$ cat src/logic/matmul_pkg.sv
package matmul_pkg;

  //////////////////////////////////////////////////
  // Sizes and widths
  //////////////////////////////////////////////////

  localparam int DWIDTH            = 8;
  localparam int AWIDTH            = 7;
  localparam int MEM_SIZE          = 128;
  localparam int MAT_MUL_SIZE      = 4;
  localparam int LOG2_MAT_MUL_SIZE = 2;

  // Edges from accepted start to the edge that raises done
  localparam int MAC_LATENCY = 6;

  //////////////////////////////////////////////////
  // Data types
  //////////////////////////////////////////////////

  typedef logic [DWIDTH-1:0] elem_t;

  // One bank word, one host word, one C row. Element 0 in the low byte
  typedef elem_t [MAT_MUL_SIZE-1:0] row_t;

  // Whole C tile, row 0 lowest
  typedef row_t [MAT_MUL_SIZE-1:0] tile_t;

  typedef struct packed {
    logic              enable_writing_to_mem;
    logic              enable_reading_from_mem;
    logic              we_a;
    logic              we_b;
    logic [AWIDTH-1:0] addr;
    row_t              data;
  } host_req_t;

  typedef struct packed {
    logic clear;
    logic accumulate;
  } mac_ctrl_t;

endpackage

$ cat src/logic/result_bank.sv
`timescale 1ns/100ps

module result_bank
  import matmul_pkg::*;
(
  input  logic      clk_mem,
  input  logic      reset,
  input  tile_t     tile,
  input  logic      tile_write,
  input  host_req_t req,
  output row_t      data_from_out_mat
);

  // Last completed C tile
  tile_t c_tile;

  //////////////////////////////////////////////////
  // Tile capture
  //////////////////////////////////////////////////

  always_ff @(posedge clk_mem) begin
    if (reset) begin
      c_tile <= '0;
    end else if (tile_write) begin
      c_tile <= tile;
    end
  end

  //////////////////////////////////////////////////
  // Row read mux
  //////////////////////////////////////////////////

  // Output holds between reads
  always_ff @(posedge clk_mem) begin
    if (reset) begin
      data_from_out_mat <= '0;
    end else if (req.enable_reading_from_mem) begin
      data_from_out_mat <= c_tile[req.addr[LOG2_MAT_MUL_SIZE-1:0]];
    end
  end

endmodule

$ cat config.mk
export PLATFORM = sky130hd
export DESIGN_NAME = result_bank
export DESIGN_NICKNAME = d
export VERILOG_FILES = /design/src/logic/matmul_pkg.sv /design/src/logic/result_bank.sv
export SDC_FILE = /design/constraint.sdc
export NUM_CORES = 1
export LEC_CHECK = 0
export BUFFER_PORTS_ARGS = -buffer_cell sky130_fd_sc_hd__buf_2
export CAP_MARGIN = 15
export CORE_MARGIN = 3
export CORE_UTILIZATION = 50
export DETAILED_ROUTE_END_ITERATION = 16
export PLACE_DENSITY = 0.82
export SETUP_SLACK_MARGIN = 0.05
export SLEW_MARGIN = 25
export SYNTH_ARGS = -nofsm -noshare
export SYNTH_HDL_FRONTEND = slang
export SYNTH_SLANG_ARGS = --single-unit
$ cat constraint.sdc
create_clock -name clk_mem -period 1.1 [get_ports clk_mem]
set_input_delay 0.055 -clock clk_mem [delete_from_list [all_inputs] [get_ports clk_mem]]
set_output_delay 0.055 -clock clk_mem [all_outputs]
set_load 0.02 [all_outputs]
==> impl_metrics.tcl <==
set metrics [dict create \
    path_buf_inv 1 \
    tightest_slew_ns 0.279 \
    synth_top_area_cell "dfxtp_1" \
    synth_common_cells "mux2i_1, dfxtp_1, nor2_1" \
    gr-total-overflow 0 \
    synthesis.nets 769 \
    cpLargestDelayFamily "flip-flops" \
    worstRegToRegCells 2 \
    fill_cells 754 \
    place.gp.congestion 0.792 \
    ant_nets 0 \
    grt_max_degree 64 \
    finClkSkew_ns 0.00839 \
    cts_buffer_depth 2 \
    final_cells 1076 \
    pwr-share-seq 0.429 \
    drive_above_1_share 0.320 \
    clkTransAtPathRegs_ns 0.06 \
    die_w_um 121 \
    place_hpwl_um 11300 \
    holdWs_ns 0.0778 \
    synthMuxAreaShare 0.290 \
    cp.arrival_ns 0.97 \
    dr.first_iter.drc_count 264 \
    ys_ff_latch 160 \
    cap_violations 0 \
    synth-simple-area-share 0.117 \
    io_buffer_count 165 \
    grt_pass1_vias 6270 \
    r2r-end "data_from_out_mat[19]" \
    path_class "reg -> out" \
    required_ns 1.04 \
    slew_headroom 0.809 \
    period_minus_slack_ns 1.03 \
    synth_top_family_by_area "multiplexers" \
    dieArea_um2 14700 \
    fin_area_um2 9720 \
    wl_met3_um 1150 \
    fin_crit_sh 0.934 \
    start_util 0.519 \
    synthCells 595 \
    drc 0 \
    share_comb_of_total_power 0.133 \
    p_leak_nw 4.55 \
    cts_setup_buffers 0 \
    grt.total_usage 0.267 \
    slowest_delay_ns 0.38 \
    top_layer_used "met4" \
    routed_wl_um 19300 \
    placed_area_um2 7770 \
    setup_violations 0 \
    dr_total_vias 5694 \
    met1_length_um 7560 \
    report.final.slew_viol_count 0 \
    cts_root_buf "clkbuf_16" \
    synth-compound-area-share 0.0706 \
    powerDensity_nw_per_um2 1520 \
    syn_to_final_growth_pct 46.6 \
    synthDistinctLibCells 13 \
    yosysMostFrequentCell "mux2i_1" \
    core_area_um2 12800 \
    power_w 0.0147 \
    die_h_um 121 \
    worstPathMaxFanout 2 \
    ir_drop_mv 1.07 \
    synth_top_area_frac 0.483 \
    wl_met2_um 9930 \
    syn_area_um2 6630 \
    synthAdderAreaFrac 0 \
    grt_pass1_wl_um 30700 \
    critPathSlowestCell "dfxtp_1" \
    hold_end "c_tile[70]" \
    switchingPower_w 0.00335 \
    synth_edf_count 0 \
    hold_violations 0 \
    final_nets 1063 \
    antenna_found_initial 1 \
    hold_path_startpoint "tile_write" \
    synth_warnings 0 \
    status "finished clean" \
    ys_async_sr_fraction 0 \
    clockPowerShare 0.438 \
    holdPathStages 3 \
    reg2reg_from "data_from_out_mat[19]" \
    fmax_mhz 974 \
    std_cell_rows 41 \
    start_kind "register" \
    yosys-top-cells-area "dfxtp_1, mux2i_1, nor2_1, o221ai_2, or3b_2" \
    reg2reg_setup_slack_ns 0.11 \
    dr.pass1.iters 5 \
    hp-class "in -> reg" \
    syn_area_per_cell_um2 11.1 \
    cts_buffers 17 \
    pin_count 206 \
    cp_cell_sequence "buf_4" \
    htreeDepth 4 \
    cellInternalPower_w 0.0114 \
    viasPerCell 5.29 \
    wl_per_cell_um 17.9 \
    clkLatencyLatePin_ns 0.42 \
    dp.cells 914 \
    yosysSeqAreaShare 0.483 \
    ys_dominant_reg_cell "dfxtp_1" \
    crit_path_end_kind "primary output" \
    clock_sinks 160 \
    cts_tree "yes" \
    synth_xor_area_frac 0 \
    switching_share 0.227 \
    grt_setup_unrepaired "false" \
]
## repair_timing
item                                    in CTS  in global routing
hold buffers                               128                  0
hold endpoints to repair                   128                  0
resized for setup                            0                  5
endpoints found under the setup margin       0                  4
## how the worst max path moves through the flow
stage / from / cells after the start / slack, ns / end
after floorplan: data_from_out_mat[0] / 2 / 0.08 / data_from_out_mat[0]
after global placement: reset / 4 / -0.03 / data_from_out_mat[6]
after detailed placement: reset / 4 / -0.08 / data_from_out_mat[6]
after CTS: data_from_out_mat[11] / 1 / 0.06 / data_from_out_mat[11]
after global routing: data_from_out_mat[17] / 1 / 0.05 / data_from_out_mat[17]
final: data_from_out_mat[19] / 1 / 0.07 / data_from_out_mat[19]
## stage by stage
stage	setup TNS [ns]	util	setup slack (ns)
2_1_floorplan	0	-	0.0829
3_3_place_gp	-0.0374	0.608	-0.0322
3_5_place_dp	-0.662	0.608	-0.0760
4_1_cts	0	0.760	0.0644
5_1_grt	0	0.761	0.0507
6_report	0	0.761	0.0730
## registers in the layout, summed over array words and instances, names as in the netlist
signal and flops:
c_tile 128, data_from_out_mat 32
## cell type report
type	instances	area [um^2]	area share
well taps	172	215	0.0221
flip-flops and latches	160	3200	0.330
diodes	2	5.00	0.000515
clock buffers	22	474	0.0488
clock inverters	10	181	0.0187
multi-input cells	386	3170	0.326
repair buffers	324	2470	0.255
## layout by cell type, fill, tap and decap left out
cell type	n
diode_2	2
or3b_2	33
buf_2	158
buf_12	9
clkbuf_16	17
clkinvlp_4	1
o221ai_2	30
clkinv_4	1
bufinv_16	5
dfxtp_1	160
o221ai_1	2
nand3b_1	1
buf_4	28
clkbuf_8	3
clkbuf_1	2
mux2i_1	192
clkinv_2	3
dlygate4sd3_1	128
nor2_1	128
buf_6	1
## power by group through the flow
stage	sequential [W]	clock, W	combinational [W]
4_1_cts	0.00631	0.00655	0.00191
3_3_place_gp	0.00641	0	0.00149
6_report	0.00632	0.00646	0.00196
3_5_place_dp	0.00643	0	0.00155
2_1_floorplan	0.00643	0	0.000929
5_1_grt	0.00635	0.00680	0.00211
## routing by layer
layer | global-route usage | vias up
met5 | 0 | -
li1 | - | 2690
met3 | 0.0783 | 60
met4 | 0.132 | 0
met2 | 0.479 | 205
met1 | 0.286 | 2739
## cell families after synthesis
| family | after synthesis |
|---|---|
| compound gates | 32 |
| simple gates | 162 |
| flops | 160 |
| buf+inv | 49 |
| mux | 192 |
Power figures use the tool's default switching activity.
