**src/logic/matmul_pkg.sv**
```systemverilog
package matmul_pkg;

  //////////////////////////////////////////////////
  // Sizes and widths
  //////////////////////////////////////////////////

  localparam int DWIDTH            = 8;
  localparam int AWIDTH            = 7;
  localparam int MEM_SIZE          = 128;
  localparam int MAT_MUL_SIZE      = 4;
  localparam int LOG2_MAT_MUL_SIZE = 2;

  // Edges from accepted start to the edge that raises done
  localparam int MAC_LATENCY = 6;

  //////////////////////////////////////////////////
  // Data types
  //////////////////////////////////////////////////

  typedef logic [DWIDTH-1:0] elem_t;

  // One bank word, one host word, one C row. Element 0 in the low byte
  typedef elem_t [MAT_MUL_SIZE-1:0] row_t;

  // Whole C tile, row 0 lowest
  typedef row_t [MAT_MUL_SIZE-1:0] tile_t;

  typedef struct packed {
    logic              enable_writing_to_mem;
    logic              enable_reading_from_mem;
    logic              we_a;
    logic              we_b;
    logic [AWIDTH-1:0] addr;
    row_t              data;
  } host_req_t;

  typedef struct packed {
    logic clear;
    logic accumulate;
  } mac_ctrl_t;

endpackage

```
**src/logic/mac_array.sv**
```systemverilog
`timescale 1ns/100ps

module mac_array
  import matmul_pkg::*;
(
  input  logic      clk_mem,
  input  logic      reset,
  input  mac_ctrl_t mac_ctrl,
  input  row_t      a_col,
  input  row_t      b_row,
  output tile_t     tile
);

  elem_t acc [MAT_MUL_SIZE][MAT_MUL_SIZE];

  //////////////////////////////////////////////////
  // Outer-product accumulators
  //////////////////////////////////////////////////

  for (genvar i = 0; i < MAT_MUL_SIZE; i++) begin : g_row
    for (genvar j = 0; j < MAT_MUL_SIZE; j++) begin : g_col
      elem_t prod;

      // Product kept to 8 bits, wraps modulo 256
      assign prod = elem_t'(a_col[i] * b_row[j]);

      always_ff @(posedge clk_mem) begin
        if (reset) begin
          acc[i][j] <= '0;
        end else if (mac_ctrl.accumulate) begin
          // First k loads the product
          acc[i][j] <= (mac_ctrl.clear ? elem_t'(0) : acc[i][j]) + prod;
        end
      end
    end
  end

  // Pack running sums into the tile word
  always_comb begin
    for (int i = 0; i < MAT_MUL_SIZE; i++) begin
      for (int j = 0; j < MAT_MUL_SIZE; j++) begin
        tile[i][j] = acc[i][j];
      end
    end
  end

endmodule

```
**config.mk**
```make
export PLATFORM = sky130hd
export DESIGN_NAME = mac_array
export DESIGN_NICKNAME = d
export VERILOG_FILES = /design/src/logic/matmul_pkg.sv /design/src/logic/mac_array.sv
export SDC_FILE = /design/constraint.sdc
export NUM_CORES = 1
export LEC_CHECK = 0
export ABC_AREA = 1
export ABC_CLOCK_PERIOD_IN_PS = 10500
export BUFFER_PORTS_ARGS = -buffer_cell sky130_fd_sc_hd__buf_2
export CORE_AREA = 2 2 220 222
export DETAILED_ROUTE_END_ITERATION = 8
export DIE_AREA = 0 0 222 224
export PLACE_DENSITY_LB_ADDON = 0.05
export SLEW_MARGIN = 20
export SYNTH_ARGS = -nofsm -noshare
export SYNTH_HDL_FRONTEND = slang
export SYNTH_SLANG_ARGS = --single-unit
```
**constraint.sdc**
```tcl
create_clock -name clk_mem -period 10.5 [get_ports clk_mem]
set_clock_uncertainty 0.15 [all_clocks]
set_input_delay 1.575 -clock clk_mem [delete_from_list [all_inputs] [get_ports clk_mem]]
set_output_delay 1.575 -clock clk_mem [all_outputs]
set_load 0.01 [all_outputs]
```
==> flow_summary.ini <==
[cells_and_area]
largest_register = acc
largest_register_ffs = 128
final_util_pct = 54.3
largest_registers = acc (128)
drive_gt1_share_pct = 6.87
final_nets = 4021
synthToLayoutAreaGrowth_pct = 7.48

[critical_path]
reg2regPathDepth = 20
r2r_end = acc[3][31]
path_delay_family = adder cells
ff2ff_setup_slack_ps = 6100
start_kind = input port
reg2reg_from = acc[3][30]
path_max_fanout = 53
criticalPathCategory = in2reg
slowest_stage = buf_4
critPathBufInv = 10
crit_path_cell_trace = buf_2 -> buf_4 -> clkinv_2 -> buf_4 -> buf_4 -> nand2_1 -> fa_1 -> inv_1 -> fa_1 -> inv_1 -> fa_1 -> fa_1 -> inv_1 -> ha_1 -> a21oi_1 -> nand3b_1 -> nand2_1 -> inv_1 -> nand2_1 -> nand2_1 -> inv_1 -> nand3_1 -> nand2_1 -> nor2_1
cp.arrival_ps = 6840
path_depth = 24
cpPeakStageDelay_ps = 680
critPathCaptureType = register
crit_required_ps = 10610

[clock_tree]
cts_buffers = 17
clock-sinks = 128
h-tree-depth = 4
cts_hold_buf = 0
cts_resized = 0
postCtsSetupBuffers = 0
clk_latency_ps = 500
cts.path.max_buffers = 2
clkSlewWorstSetupHoldPaths_ps = 60
cts-root-buf = clkbuf_16
cts_tree = built

[power_and_ir_drop]
power_mw = 3.67
ir_drop_mv = 0.114
power_leakage_nw = 15.8
power_density_nw_per_um2 = 143

[yosys]
yosys-top-cells-area = fa_1 (24%), nand2_1 (16%), edfxtp_1 (16%)
synth-seq-cells = 128
synth_area_sq_um = 23900
synth_cell_types = 25
synth_flop_cell = edfxtp_1
synth_edf_count = 128
syn_nets = 3940
synth_top_area_share_pct = 24.1
yosysWarnings = 0
synth.avg_cell_area_sq_um = 7.23
netlist_instances = 3312
ys_top_cells_by_count = nand2_1 (1033), inv_1 (922), fa_1 (288)
yosys.area.top_type = fa_1
postSynth.asyncResetShare_pct = 0
yosysMostFrequentCell = nand2_1
yosysSeqAreaShare_pct = 16.1

[floorplan]
die_area_sq_um = 49700
die_w_um = 222
initial_core_util_pct = 50.6
die_h_um = 224
pin_count = 196
core_area_sq_um = 47300
placementRows = 80

[timing]
grt_setup_unrepaired = no
tightest_slew_ps = 1000
period_share_pct = 64.1
holdWs_ps = 662
hold_viol_final = 0
maxSlewViolCount = 0
fin_tns_setup_ps = 0
setup_ws_ps = 3770
slew_headroom_pct = 33.0
setup_viol = 0
layout_min_cycle_time_ps = 6730
clock.fmax_mhz = 149

[global_routing]
grt_pass1_vias = 20338
grt_start_max_net_pins = 69
grtUsageTotal_pct = 28.1
antenna_found_initial = 3
grt_pass1_wl_um = 107000
grt-ovfl-total = 0

[placement]
gp_congestion = 0.839
dp_hpwl_um = 47200
numPortBuffers = 195
place_ws_ps = 3280

[min_path]
worstHoldEndpoint = acc[0][16]
min_path_cells = 5
hp-start = acc[0][16]
hold_path.class = reg2reg

[routing]
num_vias = 20000
wirelength_um = 66300
postRouteAntennaNets = 0
wl_per_cell_um = 16.5
drt_iter0_drc = 1106
drt-pass1-iter-count = 6
via_per_inst = 4.97
drc_errors = 0

[job]
maxCapViolations = 0

[status]
status = finished clean
## per-layer routing
metal	global-route usage, %	routed length, um	vias to the layer above	share of wire (%)
met3	4.94	3960	102	6.0
met2	46.7	30900	539	47
li1	-	-	9704	-
met5	0	13	-	0.020
met4	10.5	2000	2	3.0
met1	36.7	29500	9653	44
## stage by stage
| stage | instances | area, sq um |
|---|---|---|
| after detailed placement | 3989 | 25200 |
| final | 4022 | 25700 |
| after global routing | 4022 | 25700 |
| after global placement | 3989 | 25200 |
| after floorplan | 3312 | 23900 |
| after CTS | 4020 | 25700 |
## worst reg2reg max path, cell delays in order, from the launching register on
cell and delay, ps:
edfxtp_1 450, nand2_1 100, fa_1 510, inv_1 50, fa_1 510, inv_1 60
fa_1 480, fa_1 560, inv_1 50, ha_1 320, a21o_1 190, nor2_1 170
inv_1 60, nand2_1 60, nand2_1 60, nand2_1 60, inv_1 30, nor2_1 120
nand2_1 70, nand2_1 50, nor2_1 40
## worst max path at each step
stage           startpoint         end  slack, ps
2_1_floorplan     b_row[0]  acc[3][31]       4430
3_3_place_gp   mac_ctrl[1]   acc[0][7]       3320
3_5_place_dp   mac_ctrl[1]   acc[0][7]       3280
4_1_cts        mac_ctrl[1]   acc[0][7]       3810
5_1_grt        mac_ctrl[1]   acc[0][7]       3490
6_report       mac_ctrl[1]   acc[0][7]       3770
## power breakdown
| group | internal [mW] | switching [mW] | total, mW |
|---|---|---|---|
| registers | 0.690 | 0.0814 | 0.771 |
| clock network | 0.342 | 0.264 | 0.606 |
| logic | 0.889 | 1.40 | 2.29 |
| total | 1.92 | 1.75 | 3.67 |
## logic make-up (layout without fill, tap and decap cells)
family	Yosys count	count (layout)	share of synthesized area [%]
buffers and inverters	1069	1162	17.0
XOR/XNOR	129	129	4.72
AND/OR/NAND/NOR	1333	1333	21.8
flip-flops	128	128	16.1
adder cells (fa/ha/maj)	560	560	38.3
other	0	2	0
AO/OA/AOI/OAI	93	93	2.09
## layout make-up
| class | count | area (sq um) |
|---|---|---|
| Timing Repair Buffer | 207 | 1070 |
| Inverter | 924 | 3470 |
| Fill cell | 4630 | 21600 |
| Antenna cell | 2 | 5.00 |
| Tap cell | 615 | 769 |
| Clock buffer | 22 | 444 |
| Clock inverter | 9 | 92.6 |
| Sequential cell | 128 | 3840 |
| Multi-Input combinational cell | 2115 | 16000 |
## cells in the final DEF, fill, tap and decap left out, types with 5 or more instances in the layout
| cell | synthesis | layout |
|---|---|---|
| a21oi_1 | 45 | 45 |
| a31oi_1 | 8 | 8 |
| buf_2 | 37 | 195 |
| buf_4 | 0 | 12 |
| clkbuf_1 | 68 | 5 |
| clkbuf_16 | 0 | 17 |
| clkinv_1 | 1 | 5 |
| edfxtp_1 | 128 | 128 |
| fa_1 | 288 | 288 |
| ha_1 | 272 | 272 |
| inv_1 | 922 | 921 |
| nand2_1 | 1033 | 1033 |
| nand3_1 | 86 | 86 |
| nand3b_1 | 26 | 26 |
| nand4_1 | 5 | 5 |
| nor2_1 | 180 | 179 |
| o21ai_0 | 30 | 30 |
| xnor2_1 | 58 | 58 |
| xor2_1 | 71 | 71 |
No activity file was read; power rests on OpenSTA's default activity.
