==> config.mk <==
export PLATFORM = sky130hd
export DESIGN_NAME = tile_sequencer
export DESIGN_NICKNAME = d
export VERILOG_FILES = /design/src/logic/matmul_pkg.sv /design/src/logic/tile_sequencer.sv
export SDC_FILE = /design/constraint.sdc
export NUM_CORES = 1
export LEC_CHECK = 0
export ABC_CLOCK_PERIOD_IN_PS = 3100
export BUFFER_PORTS_ARGS = -buffer_cell sky130_fd_sc_hd__buf_2
export CAP_MARGIN = 30
export CORE_AREA = 4 4 41 43
export CTS_BUF_LIST = sky130_fd_sc_hd__clkbuf_8
export DETAILED_ROUTE_END_ITERATION = 8
export DIE_AREA = 0 0 45 47
export HOLD_SLACK_MARGIN = 0.06
export SETUP_SLACK_MARGIN = 0.1
export SYNTH_ARGS = -nofsm -noshare
export SYNTH_HDL_FRONTEND = slang
export SYNTH_SLANG_ARGS = --single-unit
export TNS_END_PERCENT = 1
==> constraint.sdc <==
create_clock -name clk_mem -period 3.1 [get_ports clk_mem]
set_input_delay 0.465 -clock clk_mem [delete_from_list [all_inputs] [get_ports clk_mem]]
set_output_delay 0.465 -clock clk_mem [all_outputs]
set_load 0.05 [all_outputs]
==> src/logic/matmul_pkg.sv <==
package matmul_pkg;

  //////////////////////////////////////////////////
  // Sizes and widths
  //////////////////////////////////////////////////

  localparam int DWIDTH            = 8;
  localparam int AWIDTH            = 7;
  localparam int MEM_SIZE          = 128;
  localparam int MAT_MUL_SIZE      = 4;
  localparam int LOG2_MAT_MUL_SIZE = 2;

  // Edges from accepted start to the edge that raises done
  localparam int MAC_LATENCY = 6;

  //////////////////////////////////////////////////
  // Data types
  //////////////////////////////////////////////////

  typedef logic [DWIDTH-1:0] elem_t;

  // One bank word, one host word, one C row. Element 0 in the low byte
  typedef elem_t [MAT_MUL_SIZE-1:0] row_t;

  // Whole C tile, row 0 lowest
  typedef row_t [MAT_MUL_SIZE-1:0] tile_t;

  typedef struct packed {
    logic              enable_writing_to_mem;
    logic              enable_reading_from_mem;
    logic              we_a;
    logic              we_b;
    logic [AWIDTH-1:0] addr;
    row_t              data;
  } host_req_t;

  typedef struct packed {
    logic clear;
    logic accumulate;
  } mac_ctrl_t;

endpackage

==> src/logic/tile_sequencer.sv <==
`timescale 1ns/100ps

module tile_sequencer
  import matmul_pkg::*;
(
  input  logic                         clk_mem,
  input  logic                         reset,
  input  logic                         start_mat_mul,
  output logic                         busy,
  output logic [LOG2_MAT_MUL_SIZE-1:0] rd_addr,
  output mac_ctrl_t                    mac_ctrl,
  output logic                         tile_write,
  output logic                         done_mat_mul
);

  // Holds n after edge n of a run, counted from the accepting edge
  logic [2:0] step;

  //////////////////////////////////////////////////
  // Run control
  //////////////////////////////////////////////////

  always_ff @(posedge clk_mem) begin
    if (reset) begin
      busy <= 1'b0;
      step <= '0;
    end else if (!busy) begin
      // Start only taken between runs
      if (start_mat_mul) begin
        busy <= 1'b1;
        step <= '0;
      end
    end else begin
      step <= step + 3'd1;
      if (step == 3'(MAC_LATENCY - 1)) begin
        busy <= 1'b0;
      end
    end
  end

  // k follows the step count for the first four steps
  assign rd_addr = step[LOG2_MAT_MUL_SIZE-1:0];

  //////////////////////////////////////////////////
  // MAC controls, tile write and done
  //////////////////////////////////////////////////

  // Delayed by one edge to line up with the bank read data
  always_ff @(posedge clk_mem) begin
    if (reset) begin
      mac_ctrl     <= '0;
      tile_write   <= 1'b0;
      done_mat_mul <= 1'b0;
    end else begin
      mac_ctrl.accumulate <= busy && (step < 3'(MAT_MUL_SIZE));
      mac_ctrl.clear      <= busy && (step == 3'd0);
      tile_write          <= busy && (step == 3'(MAC_LATENCY - 2));
      done_mat_mul        <= busy && (step == 3'(MAC_LATENCY - 1));
    end
  end

endmodule

==> impl_results.md, run 1 <==
* Final Hold Vio Count at 0
* Synth top area cells: dfxtp_1 (46%), ha_1 (11%), or3b_1 (5.1%)
* Total Wirelength at 582 um
* Syn avg cell area at 10.5 um2
* Hold Path Class: primary input to register
* Remaining antenna violation count at 0
* Pleak at 0.187 nW
* Ant diodes at 0
* Setup crit end: busy
* Mapped Area at 345 um2
* Postcts setup bufs at 0
* Vias at roughly 240
* R2R Path Start: busy$_SDFF_PP0_
* I/O Buffers at 9
* Worst rel slew slack at 0.772
* Residual DRC at 0
* Top_reg_cell synth: dfxtp_1
* Synthesis-stage register bit count at 8
* Fin crit period at 1.54 ns
* Post-synthesis sequential area ratio at 0.464
* H-tree Lvls at 1
* Post_cts resized at 0
* Die ar. at 2120 um2
* Reg power frac at 0.425
* Worst endpoint required time at ~2.6 ns
* CTS tree: done
* Worst EP arrival at 1.07 ns
* Setup TNS at 0 ns
* Nets@finish at 49
* Synthesized net count at 39
* Post-synth EDFFs at 0
* Most frequent cell after synthesis: dfxtp_1
* # fillers at between 100 and 150
* Proportion of layout cells with a drive suffix above 1 at 0.341
* Distinct cells, synth at 17
* Max frequency at 0.651 GHz
* Final Setup Violations at 0
* Final Util at 0.323
* Clock buffer depth at 2
* Gpl congestion at ~0.7
* Global route total overflow at 0
* Synth area leader: dfxtp_1
* Logic pwr share at 0.112
* Pre-antenna DRT Iters at 2
* Vias/cell at ~4.3
* Effective utilization at floorplan at 0.265
* Crit. Startpoint: busy$_SDFF_PP0_
* R2r setup slk at 1.91 ns
* Core region area at approximately 1300 um2
* Clock root cell: clkbuf_8
* First-pass GRT wire length at 1.06 mm
* Pwr Density at 626 nW/um2
* Worst-margin pin slew at 0.341 ns
* Worst R2R End: step[2]$_SDFFE_PP0P_
* Status: finished clean
* P_int at 0.200 mW
* Clk slew on worst S/H paths at roughly 0.04 ns
* Share of flip-flops with an asynchronous set or reset at 0
* Largest net degree at the start of global routing at 13
* Worst VDD drop at 0.170 mV
* Max stage delay cell, worst path: dfxtp_1
* Clock power share at 0.463
* Critical Path Max Stage Delay at approximately 0.5 ns
* Post-synth top area share at 0.464
* Detailed router's first-iteration violation count at 3
* Initial antenna violation count at 0
* CTS Sinks at 8
* Multi-input logic area at 148 um2
* Warnings from Yosys at 0
* Hold buffers post-CTS at 0
* Syn-to-layout area delta at 21.7%
* Top Ports at 10
* Sw Ratio at 0.240
* Wire per inst at 10.4 um
* Final Cycle Share at 0.495
* TritonCTS buffer count at 3
* Vias in the first global route at roughly 260
* Die height at about 47 um
* Crit start category: register
* Cells after synthesis at 33
* Worst Setup End Kind: output port
* Crit path cell chain: buf_2
* Skew-Pair Late Insertion Delay at 0.22 ns
* Setup CP Type: register to output port
* Top cells by count, synth: dfxtp_1 (8), a21oi_1 (3), ha_1 (3)
* Cell depth of the worst flop-to-flop path at 2
* NetSw at 0.0633 mW
* Row count at 13
* Setup Skew at 0.000289 ns
* FF+latch area at 160 um2
* Max cap viols at 0
* HPWL Detailed at 403 um
* CP bufs+invs at 1
* Die W at 45 um
* Fin. max-slew vios at 0
* WP depth at 1
* RSZ-0062 raised after global routing: no
* Crit path max fanout at 12
* Gr usage total at 0.0769
* Critical path's top delay family: flip-flops
-- per-stage QoR --
stage / power, mW / instances / hold slack, ns / cell area (um2) / setup slack (ns)
final: 0.263 / 56 / 0.510 / 420 / 1.56
after global routing: 0.277 / 56 / 0.516 / 420 / 1.52
after CTS: 0.268 / 56 / 0.500 / 420 / 1.55
after detailed placement: 0.143 / 53 / 0.543 / 379 / 1.81
after global placement: 0.143 / 53 / 0.547 / 379 / 1.82
after floorplan: 0.139 / 33 / 0.491 / 345 / 1.79
-- state kept, by name (all words and copies together), names as in the netlist --
| name | flops |
|---|---|
| step | 3 |
| done_mat_mul | 1 |
| tile_write | 1 |
| busy | 1 |
| mac_ctrl | 2 |
-- placed cells by master, fill, tap and decap left out --
cell,n
a21oi_1,3
dfxtp_1,8
inv_1,2
and4b_2,1
or2b_1,1
buf_2,9
nand2_1,2
nor2_1,1
nor3b_1,2
a311oi_1,1
clkbuf_8,3
a211oi_1,1
mux2_2,1
nor3_1,1
ha_1,3
or3b_1,2
-- power groups by stage --
stage / clock network (mW) / logic [mW] / registers, mW
4_1_cts: 0.126 / 0.0298 / 0.112
2_1_floorplan: 0 / 0.0192 / 0.120
5_1_grt: 0.132 / 0.0318 / 0.113
3_5_place_dp: 0 / 0.0295 / 0.113
6_report: 0.122 / 0.0294 / 0.112
3_3_place_gp: 0 / 0.0297 / 0.113
-- worst min-delay path by stage --
stage,start,to,slack [ns],depth (start not counted)
floorplan,step[2]$_SDFFE_PP0P_,mac_ctrl[0]$_SDFF_PP0_,0.49,1
global placement,step[2]$_SDFFE_PP0P_,mac_ctrl[1]$_SDFF_PP0_,0.55,1
detailed placement,step[2]$_SDFFE_PP0P_,mac_ctrl[0]$_SDFF_PP0_,0.54,1
CTS,reset,step[1]$_SDFFE_PP0P_,0.50,2
global route,reset,step[0]$_SDFFE_PP0P_,0.52,2
finish,reset,step[1]$_SDFFE_PP0P_,0.51,2
-- kinds of logic (layout without fill, tap and decap cells) --
kind of cell	after synthesis	in the layout	synth area share
compound gates	5	5	0.0906
flops	8	8	0.464
buf+inv	6	14	0.109
simple gates	10	10	0.196
mux	1	1	0.0326
fa+ha+maj	3	3	0.109
-- routing by layer --
metal  GRT usage  part of all wire  up-vias
met5           0                 0        -
met4      0.0877                 0        0
met3      0.0345             0.074        0
met2      0.0960              0.46        7
met1      0.0897              0.47      106
li1            -                 -      129
-- area by class of cell --
class | count | area share
sequential | 8 | 0.381
multi-input combinational | 19 | 0.351
timing repair buffer | 9 | 0.107
clock buffer | 3 | 0.0982
tap | 15 | 0.0446
inverter | 2 | 0.0179
Power figures use the tool's default switching activity.
==> run 2: changes to the inputs <==
Settings changed: ABC_CLOCK_PERIOD_IN_PS 3100 to 1600.
Clock period 3.1 ns to 1.6 ns, I/O delays scaled along.
==> run 2 against run 1 <==
First-iteration DRC count decreased by 100%. Sequential power increased by 93%. Non-clock buffer count unchanged. Cell count unchanged. Total power increased by 94%. Global-route usage decreased by 1.0 points. Sequential share of layout area unchanged. Register-to-register slack got worse by 1.5 ns. Setup slack got worse by 1.3 ns. Highest routed layer is now met4.
==> impl_results.md, run 2 (synthesis gave the netlist of run 1 again) <==
* Clock buffer depth at 2 (unchanged)
* Post-route setup slack at 0.286 ns (-1.28 ns)
* Clock root cell: clkbuf_8
* Final Setup Violations at 0 (unchanged)
* H-tree Lvls at 1 (unchanged)
* Crit path max fanout at 12 (unchanged)
* Crit path cell chain: buf_2
* Most common cell after layout, fill and taps aside: buf_2
* Worst endpoint required time at 1.36 ns (-1.27 ns)
* Gpl congestion at 0.696 (-0.84%)
* Hold Crit Depth at 2 (unchanged)
* Global route total overflow at 0 (unchanged)
* Fin. max-slew vios at 0 (unchanged)
* Vias/cell at 4.36 (+0.83%)
* I/O Buffers at 9 (unchanged)
* Post-Place Setup Slack at 0.410 ns (-1.40 ns)
* Total Wirelength at 554 um (-4.8%)
* Skew-Pair Late Insertion Delay at 0.23 ns (about the same)
* Fin crit period at about 1.3 ns
* Critical Path Max Stage Delay at 0.51 ns (about the same)
* Setup TNS at 0 ns (unchanged)
* Layout Cells excl Fill at 56 (unchanged)
* Gr usage total at 0.0665 (-0.0105)
* Final Instance Area at 420 um2 (unchanged)
* Die ar. at 2120 um2 (unchanged)
* Final Cycle Share at 0.821
* Vias at 244 (+0.83%)
* Wire per inst at 9.89 um (-4.8%)
* RSZ-0062 raised after global routing: no
* Hold Path Class: primary input to register
* CTS Sinks at 8 (unchanged)
* Cell Area, Placed at 379 um2 (unchanged)
* Ant diodes at 0 (unchanged)
* Effective utilization at floorplan at 0.265 (unchanged)
* Postcts setup bufs at 0 (unchanged)
* Setup CP Type: register to output port
* Commonest non-fill, non-tap cells in the layout: buf_2 (9), dfxtp_1 (8), a21oi_1 (3), ha_1 (3), clkbuf_8 (3)
* Remaining antenna violation count at 0 (unchanged)
* Worst Setup End Kind: output port
* Final Hold Vio Count at 0 (unchanged)
* Status: finished clean
* Top Registers: step (3), mac_ctrl (2)
* Worst VDD drop at 0.552 mV (+220%)
* Initial antenna violation count at 0 (unchanged)
* Top reg by flops: step
* Proportion of layout cells with a drive suffix above 1 at 0.341 (unchanged)
* Row count at 13 (unchanged)
* Pwr Total at 0.511 mW (+94%)
* Residual DRC at 0 (unchanged)
* Detailed router's first-iteration violation count at 0 (-3)
* Pre-antenna DRT Iters at 1 (-1)
* Max reg flops at 3 (unchanged)
* Largest net degree at the start of global routing at 13 (unchanged)
* Critical path's top delay family: flip-flops
* TritonCTS buffer count at 3 (unchanged)
* Nets@finish at 49 (unchanged)
* Die W at 45 um (unchanged)
* FF+latch area at 160 um2 (unchanged)
* Pleak at 0.187 nW (unchanged)
* Max stage delay cell, worst path: dfxtp_1
* # fillers at 148 (+1.4%)
* WP depth at 1 (unchanged)
* First-pass GRT wire length at 945 um (-11%)
* Clk slew on worst S/H paths at 0.04 ns (about the same)
* Cell depth of the worst flop-to-flop path at 2 (unchanged)
* Hold buffers post-CTS at 0 (unchanged)
* Crit start category: register
* Top Ports at 10 (unchanged)
* Worst rel slew slack at 0.771 (-0.00179)
* Post_cts resized at 0 (unchanged)
* Max frequency at 0.761 GHz
* Vias in the first global route at 219 (-15%)
* Placed Cells at 53 (unchanged)
* Max cap viols at 0 (unchanged)
* Worst-margin pin slew at 0.344 ns (+0.00268 ns)
* Core region area at 1300 um2 (unchanged)
* Die height at 47 um (unchanged)
* Worst EP arrival at 1.07 ns (about the same)
* Multi-input logic area at 148 um2 (unchanged)
* Syn-to-layout area delta at 21.7% (unchanged)
* CTS tree: done
* CP bufs+invs at 1 (unchanged)
* Pwr Density at 1220 nW/um2 (+94%)
* Setup Skew at 0.00485 ns (+0.00456 ns)
run 2: final cells by class:
type,count,area share
Sequential cell,8,0.381
Multi-Input combinational cell,19,0.351
Timing Repair Buffer,9,0.107
Clock buffer,3,0.0982
Tap cell,15,0.0446
Inverter,2,0.0179
run 2: path summary, 6_finish.rpt:
| path | end | slack (ns) | startpoint |
|---|---|---|---|
| setup / recovery | busy | 0.29 | busy$_SDFF_PP0_ |
| hold / removal | step[1]$_SDFFE_PP0P_ | 0.28 | reset |
| setup reg to reg | step[2]$_SDFFE_PP0P_ | 0.40 | busy$_SDFF_PP0_ |
| hold reg to reg | mac_ctrl[0]$_SDFF_PP0_ | 0.55 | step[2]$_SDFFE_PP0P_ |
run 2: power breakdown:
group	switching, mW	total (mW)	internal, mW
clock network	0.0755	0.238	0.163
registers	0.00860	0.216	0.208
logic	0.0398	0.0567	0.0169
run 2: routing by layer:
metal / up-vias / part of all wire / track usage
met3: 2 / 0.085 / 0.0460
met1: 105 / 0.47 / 0.0799
met4: 0 / 0.014 / 0.0351
met2: 9 / 0.43 / 0.0876
met5: - / 0 / 0
li1: 128 / - / -
run 2: worst register-to-register path, stage by stage, from the launching register on:
cell and delay [ns]:
dfxtp_1 0.51, mux2_2 0.38, a211oi_1 0.22
run 2: metrics by stage:
stage,hold slack (ns),utilization
floorplan,0.403,-
global placement,0.521,0.291
detailed placement,0.517,0.291
CTS,0.282,0.323
global route,0.297,0.323
finish,0.279,0.323
==> run 3: changes to the inputs <==
Settings changed: ABC_CLOCK_PERIOD_IN_PS 1600 to 1200.
Clock period 1.6 ns to 1.2 ns, I/O delays scaled along.
==> run 3 against run 2 <==
Setup slack got worse by 0.15 ns. Total power rose by 37%. Register-to-register slack got worse by 0.27 ns. Critical path type is now register to register. Largest cell class unchanged.
==> impl_results.md, run 3 (synthesis gave the netlist of run 1 again) <==
* Status: finished clean
* Fin crit period at 1.07 ns
* Gr usage total at 0.0649 (-0.00158)
* Cell Area, Placed at 383 um2 (+0.99%)
* Max reg flops at 3 (unchanged)
* TritonCTS buffer count at 3 (unchanged)
* Pleak at 0.192 nW (+2.4%)
* Top Registers: step (3), mac_ctrl (2)
* Clock root cell: clkbuf_8
* Total Wirelength at 615 um (+11%)
* Nets@finish at 49 (unchanged)
* Hold Path Class: primary input to register
* RSZ-0062 raised after global routing: yes
* Setup TNS at 0 ns (unchanged)
* Worst VDD drop at 0.780 mV (+41%)
* Initial antenna violation count at 0 (unchanged)
* HPWL Detailed at 430 um
* Vias in the first global route at 205 (-6.4%)
* Skew-Pair Late Insertion Delay at 0.23 ns (about the same)
* Postcts setup bufs at 0 (unchanged)
* Row count at 13 (unchanged)
* Worst rel slew slack at 0.835 (+0.0643)
* Final Setup Violations at 0 (unchanged)
* I/O Buffers at 9 (unchanged)
* Largest net degree at the start of global routing at 13 (unchanged)
* Ant diodes at 0 (unchanged)
* Detailed router's first-iteration violation count at 5 (+5)
* Crit path max fanout at 4 (-8)
* Proportion of layout cells with a drive suffix above 1 at 0.429 (+0.0871)
* Worst-margin pin slew at 0.250 ns (-0.0942 ns)
* Top reg by flops: step
* Core region area at 1300 um2 (unchanged)
* Vias at 243 (-0.41%)
* Fin. max-slew vios at 0 (unchanged)
* First-pass GRT wire length at 938 um (-0.74%)
* Effective utilization at floorplan at 0.265 (unchanged)
* Pwr Total at 0.699 mW (+37%)
* Commonest non-fill, non-tap cells in the layout: buf_2 (8), dfxtp_1 (6), inv_1 (3), a21oi_1 (3), clkbuf_8 (3)
* Max frequency at 0.938 GHz
* Residual DRC at 0 (unchanged)
* Pwr Density at 1590 nW/um2 (+31%)
* Die W at 45 um (unchanged)
* Final Instance Area at 439 um2 (+4.5%)
* Wire per inst at 10.8 um (+9.1%)
* Layout Cells excl Fill at 57 (+1.8%)
* Clock buffer depth at 2 (unchanged)
* Final Hold Vio Count at 0 (unchanged)
* Worst Setup End Kind: register
* Crit start category: register
* Placed Cells at 53 (unchanged)
* Vias/cell at 4.26 (-2.2%)
* CTS Sinks at 8 (unchanged)
* Gpl congestion at 0.676 (-2.9%)
* Final Util at 0.338 (+0.0144)
* Worst endpoint required time at 1.35 ns (about the same)
* Most common cell after layout, fill and taps aside: buf_2
* Die ar. at 2120 um2 (unchanged)
* H-tree Lvls at 1 (unchanged)
* Syn-to-layout area delta at 27.2%
* Worst EP arrival at 1.22 ns (+0.15 ns)
* Pre-antenna DRT Iters at 2 (+1)
* Hold slack at 0.215 ns (-0.0639 ns)
* Post-route setup slack at 0.134 ns (-0.152 ns)
* Setup CP Type: register to register
* CTS tree: done
* Max cap viols at 0 (unchanged)
* Post-Place Setup Slack at 0.0670 ns (-0.343 ns)
* Die height at 47 um (unchanged)
* Setup Skew at 0.00847 ns (+0.00361 ns)
* Global route total overflow at 0 (unchanged)
* Clk slew on worst S/H paths at 0.05 ns (about the same)
* Remaining antenna violation count at 0 (unchanged)
* Final Cycle Share at 0.888
* Top Ports at 10 (unchanged)
run 3: cell type report:
class | instances | area [um2]
Clock buffer | 3 | 41.3
Clock inverter | 1 | 3.75
Multi-Input combinational cell | 19 | 155
Timing Repair Buffer | 9 | 47.5
Sequential cell | 8 | 165
Fill cell | 143 | 862
Inverter | 2 | 7.51
Tap cell | 15 | 18.8
run 3: what timing repair did:
action                     4_1_cts  5_1_grt
setup endpoints to repair        2        3
gates resized for setup          2        2
hold buffers                     0        0
run 3: final timing paths:
| kind | start | cells after the start | end | slack (ns) |
|---|---|---|---|---|
| worst min-delay path | reset | 2 | step[2]$_SDFFE_PP0P_ | 0.22 |
| worst max register to register | step[1]$_SDFFE_PP0P_ | 3 | step[2]$_SDFFE_PP0P_ | 0.13 |
| worst max-delay path | step[1]$_SDFFE_PP0P_ | 3 | step[2]$_SDFFE_PP0P_ | 0.13 |
| worst min register to register | busy$_SDFF_PP0_ | 1 | busy$_SDFF_PP0_ | 0.54 |
run 3: worst max-delay path: stages (launching register included):
cell      delay (ns)
dfxtp_1         0.33
ha_2            0.18
mux2_2          0.27
a211oi_2        0.21
run 3: metal layers:
| layer | GRT usage | wire length, um | vias up |
|---|---|---|---|
| met4 | 0.0526 | 18 | 0 |
| met2 | 0.0960 | 244 | 8 |
| met1 | 0.0731 | 301 | 105 |
| met5 | 0 | 0 | - |
| met3 | 0.0268 | 51 | 2 |
| li1 | - | - | 128 |
run 3: power breakdown:
| part | leakage (nW) | internal [mW] | switching [mW] | total, mW |
|---|---|---|---|---|
| Combinational | 0.0984 | 0.0243 | 0.0544 | 0.0787 |
| Sequential | 0.0662 | 0.277 | 0.0124 | 0.289 |
| Clock | 0.0269 | 0.222 | 0.109 | 0.331 |
| Total | 0.192 | 0.523 | 0.176 | 0.699 |
